`config.mk`:
```
export PLATFORM = sky130hd
export DESIGN_NAME = mem_pipe
export DESIGN_NICKNAME = d
export VERILOG_FILES = /design/src/logic/mem_common_pkg.sv /design/src/logic/mem_pipe_pkg.sv /design/src/logic/fillq.sv /design/src/logic/fillq_entry.sv /design/src/logic/mem_pipe.sv /design/src/logic/pipe_arb.sv /design/src/logic/tag_lookup.sv
export VERILOG_INCLUDE_DIRS = /design/src /design/src/logic
export SDC_FILE = /design/constraint.sdc
export NUM_CORES = 1
export LEC_CHECK = 0
export ABC_AREA = 0
export BUFFER_PORTS_ARGS = -buffer_cell sky130_fd_sc_hd__buf_2
export CORE_MARGIN = 5
export CORE_UTILIZATION = 28
export CTS_CLUSTER_SIZE = 16
export DETAILED_ROUTE_END_ITERATION = 16
export SYNTH_ARGS = -nofsm -noshare
export SYNTH_HDL_FRONTEND = slang
export SYNTH_HIERARCHICAL = 1
export SYNTH_SLANG_ARGS = --single-unit
```
`constraint.sdc`:
```
create_clock -name clk -period 7.75 [get_ports clk]
set_input_delay 1.9375 -clock clk [delete_from_list [all_inputs] [get_ports clk]]
set_output_delay 1.9375 -clock clk [all_outputs]
set_load 0.02 [all_outputs]
```
`src/logic/mem_config.svh`:
```
`ifndef MEM_CONFIG_SVH
`define MEM_CONFIG_SVH

// Fill queue depth
`define FLQ_NUM_ENTRIES 4

// Address split into tag, set and byte offset
`define PADDR_WIDTH 16
`define LINE_OFFSET_BITS 6
`define SET_BITS 4

`define REQ_ID_WIDTH 4
`define DATA_WIDTH 32

`endif

```
`src/logic/mem_common_pkg.sv`:
```
`default_nettype none

`include "mem_config.svh"

package mem_common_pkg;

    typedef logic [`PADDR_WIDTH-1:0] t_paddr;

    // Address with the byte offset dropped
    typedef logic [`PADDR_WIDTH-`LINE_OFFSET_BITS-1:0] t_line_addr;

    typedef logic [`SET_BITS-1:0] t_set_idx;
    typedef logic [`PADDR_WIDTH-`LINE_OFFSET_BITS-`SET_BITS-1:0] t_tag;

    typedef logic [`REQ_ID_WIDTH-1:0] t_req_id;
    typedef logic [`DATA_WIDTH-1:0] t_word;

endpackage

`default_nettype wire

```
`src/logic/mem_pipe_pkg.sv`:
```
`default_nettype none

`include "mem_config.svh"

package mem_pipe_pkg;

    typedef logic [$clog2(`FLQ_NUM_ENTRIES)-1:0] t_flq_id;

    // What won the mm0 arbitration
    typedef enum logic {
        NEW_REQ,
        FILL
    } t_arb_type;

    // Outcome of an item at mm5
    typedef enum logic [2:0] {
        ACT_NONE,
        ACT_HIT,
        ACT_MISS_ALLOC,
        ACT_NACK,
        ACT_FILL
    } t_pipe_action;

    typedef enum logic [2:0] {
        IDLE,
        MEM_REQ,
        MEM_WAIT,
        PIPE_REQ,
        PIPE_WAIT
    } t_flq_state;

endpackage

`default_nettype wire

```
`src/logic/fillq.sv`:
```
`default_nettype none

`include "mem_config.svh"

module fillq
    import mem_common_pkg::*, mem_pipe_pkg::*;
(
    input  logic         clk,
    input  logic         reset,
    input  logic         mm3_valid,
    input  t_line_addr   mm3_line,
    input  t_pipe_action mm5_action,
    input  t_line_addr   mm5_line,
    input  t_req_id      mm5_id,
    input  t_flq_id      mm5_entry,
    input  logic         flq_pipe_gnt,
    input  logic         mem_rsp_valid,
    input  t_flq_id      mem_rsp_tag,
    input  t_word        mem_rsp_data,
    output logic         flq_addr_mat_mm4,
    output logic         flq_full,
    output logic         flq_pipe_req,
    output t_line_addr   flq_pipe_line,
    output t_req_id      flq_pipe_id,
    output t_word        flq_pipe_data,
    output t_flq_id      flq_pipe_entry,
    output logic         mem_req_valid,
    output t_line_addr   mem_req_line,
    output t_flq_id      mem_req_tag
);

    logic alloc, cam_mat;
    logic [`FLQ_NUM_ENTRIES-1:0] e_alloc, e_busy, e_mem_req, e_mem_gnt;
    logic [`FLQ_NUM_ENTRIES-1:0] e_pipe_req, e_pipe_sel, e_pipe_gnt, e_rsp_hit, e_fill_done;
    t_line_addr e_line [`FLQ_NUM_ENTRIES];
    t_req_id    e_id [`FLQ_NUM_ENTRIES];
    t_word      e_data [`FLQ_NUM_ENTRIES];

    // Lowest set bit, one-hot
    function automatic logic [`FLQ_NUM_ENTRIES-1:0] find_first(
        input logic [`FLQ_NUM_ENTRIES-1:0] vec
    );
        logic [`FLQ_NUM_ENTRIES-1:0] sel;
        sel = '0;
        for (int i = 0; i < `FLQ_NUM_ENTRIES; i++) begin
            if (vec[i] && sel == '0) sel[i] = 1'b1;
        end
        return sel;
    endfunction

    assign alloc = (mm5_action == ACT_MISS_ALLOC);
    assign e_alloc = alloc ? find_first(~e_busy) : '0;
    // Counts the entry being taken this cycle as well
    assign flq_full = &(e_busy | e_alloc);

    // Memory side is always granted
    assign e_mem_gnt = find_first(e_mem_req);
    assign mem_req_valid = |e_mem_req;
    assign e_pipe_sel = find_first(e_pipe_req);
    assign e_pipe_gnt = flq_pipe_gnt ? e_pipe_sel : '0;
    assign flq_pipe_req = |e_pipe_req;

    for (genvar e = 0; e < `FLQ_NUM_ENTRIES; e++) begin : g_entries
        assign e_rsp_hit[e] = mem_rsp_valid && (mem_rsp_tag == t_flq_id'(e));
        assign e_fill_done[e] = (mm5_action == ACT_FILL) && (mm5_entry == t_flq_id'(e));
        fillq_entry fillq_entry_inst (
            .clk, .reset,
            .alloc(e_alloc[e]), .alloc_line(mm5_line), .alloc_id(mm5_id),
            .mem_gnt(e_mem_gnt[e]), .mem_rsp_hit(e_rsp_hit[e]), .mem_rsp_data,
            .pipe_gnt(e_pipe_gnt[e]), .fill_done(e_fill_done[e]),
            .busy(e_busy[e]), .line(e_line[e]), .id(e_id[e]), .data(e_data[e]),
            .mem_req(e_mem_req[e]), .pipe_req(e_pipe_req[e])
        );
    end

    always_comb begin
        {mem_req_line, mem_req_tag} = '0;
        {flq_pipe_line, flq_pipe_id, flq_pipe_data, flq_pipe_entry} = '0;
        for (int e = 0; e < `FLQ_NUM_ENTRIES; e++) begin
            if (e_mem_gnt[e]) begin
                mem_req_line = e_line[e];
                mem_req_tag = t_flq_id'(e);
            end
            if (e_pipe_sel[e]) begin
                {flq_pipe_line, flq_pipe_id, flq_pipe_data} = {e_line[e], e_id[e], e_data[e]};
                flq_pipe_entry = t_flq_id'(e);
            end
        end
    end

    // CAM over busy entries plus the one allocating at mm5
    always_comb begin
        cam_mat = alloc && (mm5_line == mm3_line);
        for (int e = 0; e < `FLQ_NUM_ENTRIES; e++) begin
            if (e_busy[e] && e_line[e] == mm3_line) cam_mat = 1'b1;
        end
    end

    always_ff @(posedge clk) begin
        if (reset) begin
            flq_addr_mat_mm4 <= 1'b0;
        end else begin
            flq_addr_mat_mm4 <= mm3_valid && cam_mat;
        end
    end

endmodule

`default_nettype wire

```
`src/logic/fillq_entry.sv`:
```
`default_nettype none

module fillq_entry
    import mem_common_pkg::*, mem_pipe_pkg::*;
(
    input  logic       clk,
    input  logic       reset,
    input  logic       alloc,
    input  t_line_addr alloc_line,
    input  t_req_id    alloc_id,
    input  logic       mem_gnt,
    input  logic       mem_rsp_hit,
    input  t_word      mem_rsp_data,
    input  logic       pipe_gnt,
    input  logic       fill_done,
    output logic       busy,
    output t_line_addr line,
    output t_req_id    id,
    output t_word      data,
    output logic       mem_req,
    output logic       pipe_req
);

    t_flq_state state;

    always_ff @(posedge clk) begin
        if (reset) begin
            state <= IDLE;
        end else begin
            case (state)
                IDLE: if (alloc) state <= MEM_REQ;
                MEM_REQ: if (mem_gnt) state <= MEM_WAIT;
                MEM_WAIT: if (mem_rsp_hit) state <= PIPE_REQ;
                PIPE_REQ: if (pipe_gnt) state <= PIPE_WAIT;
                // Free once the fill has written the array
                PIPE_WAIT: if (fill_done) state <= IDLE;
                default: state <= IDLE;
            endcase
        end
    end

    always_ff @(posedge clk) begin
        if (alloc && state == IDLE) begin
            line <= alloc_line;
            id <= alloc_id;
        end
        if (mem_rsp_hit && state == MEM_WAIT) begin
            data <= mem_rsp_data;
        end
    end

    assign busy = (state != IDLE);
    assign mem_req = (state == MEM_REQ);
    assign pipe_req = (state == PIPE_REQ);

endmodule

`default_nettype wire

```
`src/logic/mem_pipe.sv`:
```
`default_nettype none

module mem_pipe
    import mem_common_pkg::*, mem_pipe_pkg::*;
(
    input  logic       clk,
    input  logic       reset,
    input  logic       req_valid,
    input  t_paddr     req_addr,
    input  t_req_id    req_id,
    output logic       req_gnt,
    output logic       rsp_valid,
    output logic       rsp_nack,
    output t_req_id    rsp_id,
    output t_word      rsp_data,
    output logic       mem_req_valid,
    output t_line_addr mem_req_line,
    output t_flq_id    mem_req_tag,
    input  logic       mem_rsp_valid,
    input  t_flq_id    mem_rsp_tag,
    input  t_word      mem_rsp_data
);

    logic         flq_pipe_req, flq_pipe_gnt, mm1_valid, mm3_valid;
    logic         flq_addr_mat_mm4, flq_full;
    t_line_addr   flq_pipe_line, mm1_line, mm3_line, mm5_line;
    t_req_id      flq_pipe_id, mm1_id, mm5_id;
    t_word        flq_pipe_data, mm1_data;
    t_flq_id      flq_pipe_entry, mm1_entry, mm5_entry;
    t_arb_type    mm1_type;
    t_pipe_action mm5_action;

    pipe_arb pipe_arb_inst (.*);

    tag_lookup tag_lookup_inst (.*);

    fillq fillq_inst (.*);

endmodule

`default_nettype wire

```
`src/logic/pipe_arb.sv`:
```
`default_nettype none

`include "mem_config.svh"

module pipe_arb
    import mem_common_pkg::*, mem_pipe_pkg::*;
(
    input  logic       clk,
    input  logic       reset,
    input  logic       req_valid,
    input  t_paddr     req_addr,
    input  t_req_id    req_id,
    output logic       req_gnt,
    input  logic       flq_pipe_req,
    input  t_line_addr flq_pipe_line,
    input  t_req_id    flq_pipe_id,
    input  t_word      flq_pipe_data,
    input  t_flq_id    flq_pipe_entry,
    output logic       flq_pipe_gnt,
    output logic       mm1_valid,
    output t_arb_type  mm1_type,
    output t_line_addr mm1_line,
    output t_req_id    mm1_id,
    output t_word      mm1_data,
    output t_flq_id    mm1_entry
);

    logic arb_ready;
    logic new_take;

    // Arbiter opens one cycle after reset is released
    always_ff @(posedge clk) begin
        if (reset) begin
            arb_ready <= 1'b0;
        end else begin
            arb_ready <= 1'b1;
        end
    end

    // Replays always win
    assign flq_pipe_gnt = arb_ready & flq_pipe_req;
    assign req_gnt = arb_ready & ~flq_pipe_req;
    assign new_take = req_valid & req_gnt;

    always_ff @(posedge clk) begin
        if (reset) begin
            mm1_valid <= 1'b0;
        end else begin
            mm1_valid <= flq_pipe_gnt | new_take;
        end
    end

    always_ff @(posedge clk) begin
        if (flq_pipe_gnt) begin
            mm1_type <= FILL;
            mm1_line <= flq_pipe_line;
            mm1_id <= flq_pipe_id;
            mm1_data <= flq_pipe_data;
            mm1_entry <= flq_pipe_entry;
        end else begin
            mm1_type <= NEW_REQ;
            mm1_line <= req_addr[`PADDR_WIDTH-1:`LINE_OFFSET_BITS];
            mm1_id <= req_id;
            mm1_data <= '0;
            mm1_entry <= '0;
        end
    end

endmodule

`default_nettype wire

```
`src/logic/tag_lookup.sv`:
```
`default_nettype none

`include "mem_config.svh"

module tag_lookup
    import mem_common_pkg::*, mem_pipe_pkg::*;
(
    input  logic         clk,
    input  logic         reset,
    input  logic         mm1_valid,
    input  t_arb_type    mm1_type,
    input  t_line_addr   mm1_line,
    input  t_req_id      mm1_id,
    input  t_word        mm1_data,
    input  t_flq_id      mm1_entry,
    input  logic         flq_addr_mat_mm4,
    input  logic         flq_full,
    output logic         mm3_valid,
    output t_line_addr   mm3_line,
    output t_pipe_action mm5_action,
    output t_line_addr   mm5_line,
    output t_req_id      mm5_id,
    output t_flq_id      mm5_entry,
    output logic         rsp_valid,
    output logic         rsp_nack,
    output t_req_id      rsp_id,
    output t_word        rsp_data
);

    localparam int SETS = 1 << `SET_BITS;

    logic         mm2_valid, mm4_valid;
    t_arb_type    mm2_type, mm3_type, mm4_type;
    t_line_addr   mm2_line, mm4_line;
    t_req_id      mm2_id, mm3_id, mm4_id;
    t_word        mm2_data, mm3_data, mm4_data, mm5_data;
    t_flq_id      mm2_entry, mm3_entry, mm4_entry;

    logic [SETS-1:0] valid_arr;
    t_tag         tag_arr [SETS];
    t_word        data_arr [SETS];

    t_set_idx     set4, set5;
    t_tag         tag4, tag5;
    logic         fill_wr, byp_fill, rd_valid, tag_hit, alloc_byp;
    t_tag         rd_tag;
    t_word        rd_data;
    t_pipe_action action_mm4;

    assign set4 = mm4_line[`SET_BITS-1:0];
    assign tag4 = mm4_line[$bits(t_line_addr)-1:`SET_BITS];
    assign set5 = mm5_line[`SET_BITS-1:0];
    assign tag5 = mm5_line[$bits(t_line_addr)-1:`SET_BITS];
    assign fill_wr = (mm5_action == ACT_FILL);

    // Read sees the fill being written at mm5
    assign byp_fill = fill_wr && (set5 == set4);
    assign rd_valid = byp_fill | valid_arr[set4];
    assign rd_tag = byp_fill ? tag5 : tag_arr[set4];
    assign rd_data = byp_fill ? mm5_data : data_arr[set4];
    assign tag_hit = rd_valid && (rd_tag == tag4);

    // Same line allocating right ahead, not yet in the CAM
    assign alloc_byp = (mm5_action == ACT_MISS_ALLOC) && (mm5_line == mm4_line);

    always_comb begin
        if (!mm4_valid) begin
            action_mm4 = ACT_NONE;
        end else if (mm4_type == FILL) begin
            action_mm4 = ACT_FILL;
        end else if (tag_hit) begin
            action_mm4 = ACT_HIT;
        end else if (flq_addr_mat_mm4 || alloc_byp || flq_full) begin
            action_mm4 = ACT_NACK;
        end else begin
            action_mm4 = ACT_MISS_ALLOC;
        end
    end

    always_ff @(posedge clk) begin
        if (reset) begin
            {mm2_valid, mm3_valid, mm4_valid} <= '0;
            mm5_action <= ACT_NONE;
            rsp_valid <= 1'b0;
            rsp_nack <= 1'b0;
            valid_arr <= '0;
        end else begin
            {mm2_valid, mm3_valid, mm4_valid} <= {mm1_valid, mm2_valid, mm3_valid};
            mm5_action <= action_mm4;
            rsp_valid <= (action_mm4 == ACT_HIT) || (action_mm4 == ACT_FILL);
            rsp_nack <= (action_mm4 == ACT_NACK);
            if (fill_wr) begin
                valid_arr[set5] <= 1'b1;
            end
        end
    end

    always_ff @(posedge clk) begin
        {mm2_type, mm2_line, mm2_id, mm2_data, mm2_entry} <=
            {mm1_type, mm1_line, mm1_id, mm1_data, mm1_entry};
        {mm3_type, mm3_line, mm3_id, mm3_data, mm3_entry} <=
            {mm2_type, mm2_line, mm2_id, mm2_data, mm2_entry};
        {mm4_type, mm4_line, mm4_id, mm4_data, mm4_entry} <=
            {mm3_type, mm3_line, mm3_id, mm3_data, mm3_entry};
        {mm5_line, mm5_id, mm5_entry} <= {mm4_line, mm4_id, mm4_entry};
        mm5_data <= (mm4_type == FILL) ? mm4_data : rd_data;
        if (fill_wr) begin
            tag_arr[set5] <= tag5;
            data_arr[set5] <= mm5_data;
        end
    end

    assign rsp_id = mm5_id;
    assign rsp_data = mm5_data;

endmodule

`default_nettype wire

```
==> results by group <==
Clock tree
  • CTS tree: done
  • Hold buffer count at cts: 0
  • CTS Buf Count: 101
  • Clock buffer depth: 3
  • Clk_lat worst skew: 680 ps
  • Post-CTS sizing: 0
  • CTS Sinks: 1075
  • Clk pin slew, worst setup/hold paths: 60 ps
  • Number of H-tree levels: 3
  • Postcts setup bufs: 0
  • Root buffer cell: clkbuf_16

Worst hold path
  • Hold Crit Class: flop to flop
  • HP Start: tag_lookup_inst/mm2_data[28]

Yosys
  • Mapped Cells: 2054
  • Post-synthesis async set-or-reset flop share: 0%
  • Syn avg cell area: 18.9 um^2
  • Sequential fraction of the synthesis area: 76.6%
  • Post-Syn Area: 38900 um^2
  • Top-area cell type share of the netlist area: 63.7%
  • Post-synth top area cell: edfxtp_1
  • Top post-synthesis cells by area: edfxtp_1 (64%), dfxtp_1 (13%), mux4_2 (11%)
  • Post-synthesis cell type count: 68
  • Post-Syn Nets: 2112
  • Yosys reg bits: 1075
  • Post-synth EDFFs: 824
  • Top_reg_cell synth: edfxtp_1
  • Yosys warnings: 6

Final layout
  • Ratio of cells with drive above 1 in the final layout: 24.8%
  • Commonest non-fill, non-tap cell in the layout: edfxtp_1
  • Synthesis-to-finish area growth: 15.9%
  • Multi-input logic area: 8610 um^2
  • Finished Cell Area: 45000 um^2
  • Flip-flop and latch area: 29800 um^2
  • Final nets: 2245
  • Fillers: 13.0k
  • Most frequent cells in the layout: edfxtp_1 (824), dfxtp_1 (246), mux4_2 (191)
  • Final core utilization: 32.7%

Place
  • Port Buffers: 103
  • Routability cong.: 0.752
  • DP HPWL: 48.3 mm
  • Placed cell areas: 41500 um^2

Setup path
  • Required time of the critical path: 5810 ps
  • Crit end category: primary output
  • Startpoint class of the critical path: flop
  • Worst path arrival time: 3240 ps
  • RR Startpoint: tag_lookup_inst/mm4_line[0]
  • Max Fanout on Critical Path: 98
  • Worst setup path class: flop to primary output

Detailed routing
  • Pre-Repair DR Iteration Count: 5
  • Final ANT Viol Nets: 0
  • # DRC: 0
  • DRT iter0 DRCs: 1472
  • Drt wl/cell: 21.9 um
  • Via count: 18.8k
  • Routed wire length: 89.1 mm
  • Vias per inst: 4.61

Global route
  • Global-route wire length before repair: 131 mm
  • Number of global-route vias before repair: 19.1k
  • GRT Total Usage: 12.0%
  • Total gr overflow: 0
  • Initial antenna violation count: 15
  • Largest net degree at the start of global routing: 99

Timing
  • Slew @ Worst Pin: 1040 ps
  • Rel. slew slack: 30.8%
  • Fin Hold WS: 305 ps
  • Clock Skew: 42.0 ps
  • Setup_tns: 0 ps
  • Period utilization: 66.8%
  • Setup Viol. Count Final: 0
  • Fin. Hold Viols: 0
  • Unrepaired setup endpoints after global routing: no
  • Max-slew violation count: 0
  • Fmax: 193 MHz
  • Min Tclk post-route: 5180 ps

Power
  • Leakage: 14.8 nW
  • Maximum VDD drop: 161 uV
  • Pwr dens: 262 nW/um^2
  • Final Power: 0.0118 W

Floorplanning
  • Die X: 383 um
  • FP Rows: 136
  • Core Footprint: 138000 um^2
  • Die Span Y: 383 um
  • Die area: 146000 um^2
  • Initial cell density of the core: 28.2%
  • IO Count: 110

Job
  • Max-cap violations: 0

Run status
  • Outcome: complete, no violations
cell usage after synthesis (3+ instances only):
cell and number:
a21oi_1 29, a221o_1 10, a22oi_1 88, and2_1 7, and3_1 37, and3_2 4, and3b_2 8, buf_1 10
buf_2 35, buf_4 5, buf_6 10, clkbuf_1 50, dfxtp_1 251, edfxtp_1 824, inv_1 16, mux2_2 5
mux2_4 9, mux2i_1 12, mux4_2 191, nand2_1 134, nand2b_1 5, nand3_1 6, nand4_1 12, nor2_1 90
nor2b_1 10, nor3_1 18, nor3b_1 7, nor4_1 5, nor4b_1 4, o211ai_1 3, o21ai_0 45, or3_2 4
or4b_1 4, xnor2_1 40, xor2_1 22
power breakdown:
part / switching, W / internal [W] / total [W]
combinational: 0.000169 / 0.000154 / 0.000323
sequential: 0.000124 / 0.00628 / 0.00641
clock: 0.00212 / 0.00296 / 0.00508
metal layers:
metal	up-vias	GRT usage, %	share of wire [%]
li1	8354	-	-
met1	9790	15.8	43
met2	534	19.7	48
met3	103	3.17	7.1
met4	10	3.09	1.8
met5	-	0	0.084
metrics by stage:
stage / setup slack [ps] / std cells
4_1_cts: 2450 / 4070
3_3_place_gp: 3200 / 3878
3_5_place_dp: 3170 / 3878
2_1_floorplan: 1700 / 2054
6_report: 2570 / 4076
5_1_grt: 2310 / 4071
flip-flops by register name, summed over array words and instances, names as in the netlist, 12 cells and up:
register / cells
tag_lookup_inst/tag_arr: 96
fillq_inst/g_entries.fillq_entry_inst/id: 16
tag_lookup_inst/data_arr: 512
fillq_inst/g_entries.fillq_entry_inst/line: 40
tag_lookup_inst/mm2_data: 32
tag_lookup_inst/rsp_data: 32
fillq_inst/g_entries.fillq_entry_inst/state: 12
fillq_inst/g_entries.fillq_entry_inst/data: 128
tag_lookup_inst/mm4_data: 32
tag_lookup_inst/valid_arr: 16
tag_lookup_inst/mm3_data: 32
pipe_arb_inst/mm1_data: 32
cells by family (layout without fill, tap and decap cells):
logic type,Yosys count,in the layout,synth area share (%)
flops,1075,1075,76.6
simple gates,366,366,4.68
mux,219,219,12.0
compound gates,200,200,3.55
buf+inv,130,352,1.72
xor+xnor,63,63,1.44
fa+ha+maj,1,1,0.0258
other cells,0,6,0
area by class of cell:
class / count / share of cell area (%)
diodes: 6 / 0.0333
clock buffers: 140 / 6.31
clock inverters: 52 / 1.44
inverters: 17 / 0.142
multi-input cells: 849 / 19.1
flip-flops and latches: 1075 / 66.1
well taps: 1794 / 4.98
repair buffers: 143 / 1.84
worst max-delay path, cell delays in order (launching register included):
cell	delay, ps
dfxtp_1	470
and3b_4	230
buf_4	740
nor2_1	160
nand2_1	100
buf_4	410
and2b_2	290
buf_2	160
final timing paths:
check | end | slack (ps) | depth (start not counted)
worst max-delay path | req_gnt | 2570 | 7
worst min-delay path | tag_lookup_inst/mm3_data[28] | 310 | 0
worst max register to register | tag_lookup_inst/rsp_nack | 4370 | 8
worst min register to register | tag_lookup_inst/mm3_data[28] | 310 | 0
(Power assumes the default switching activity.)
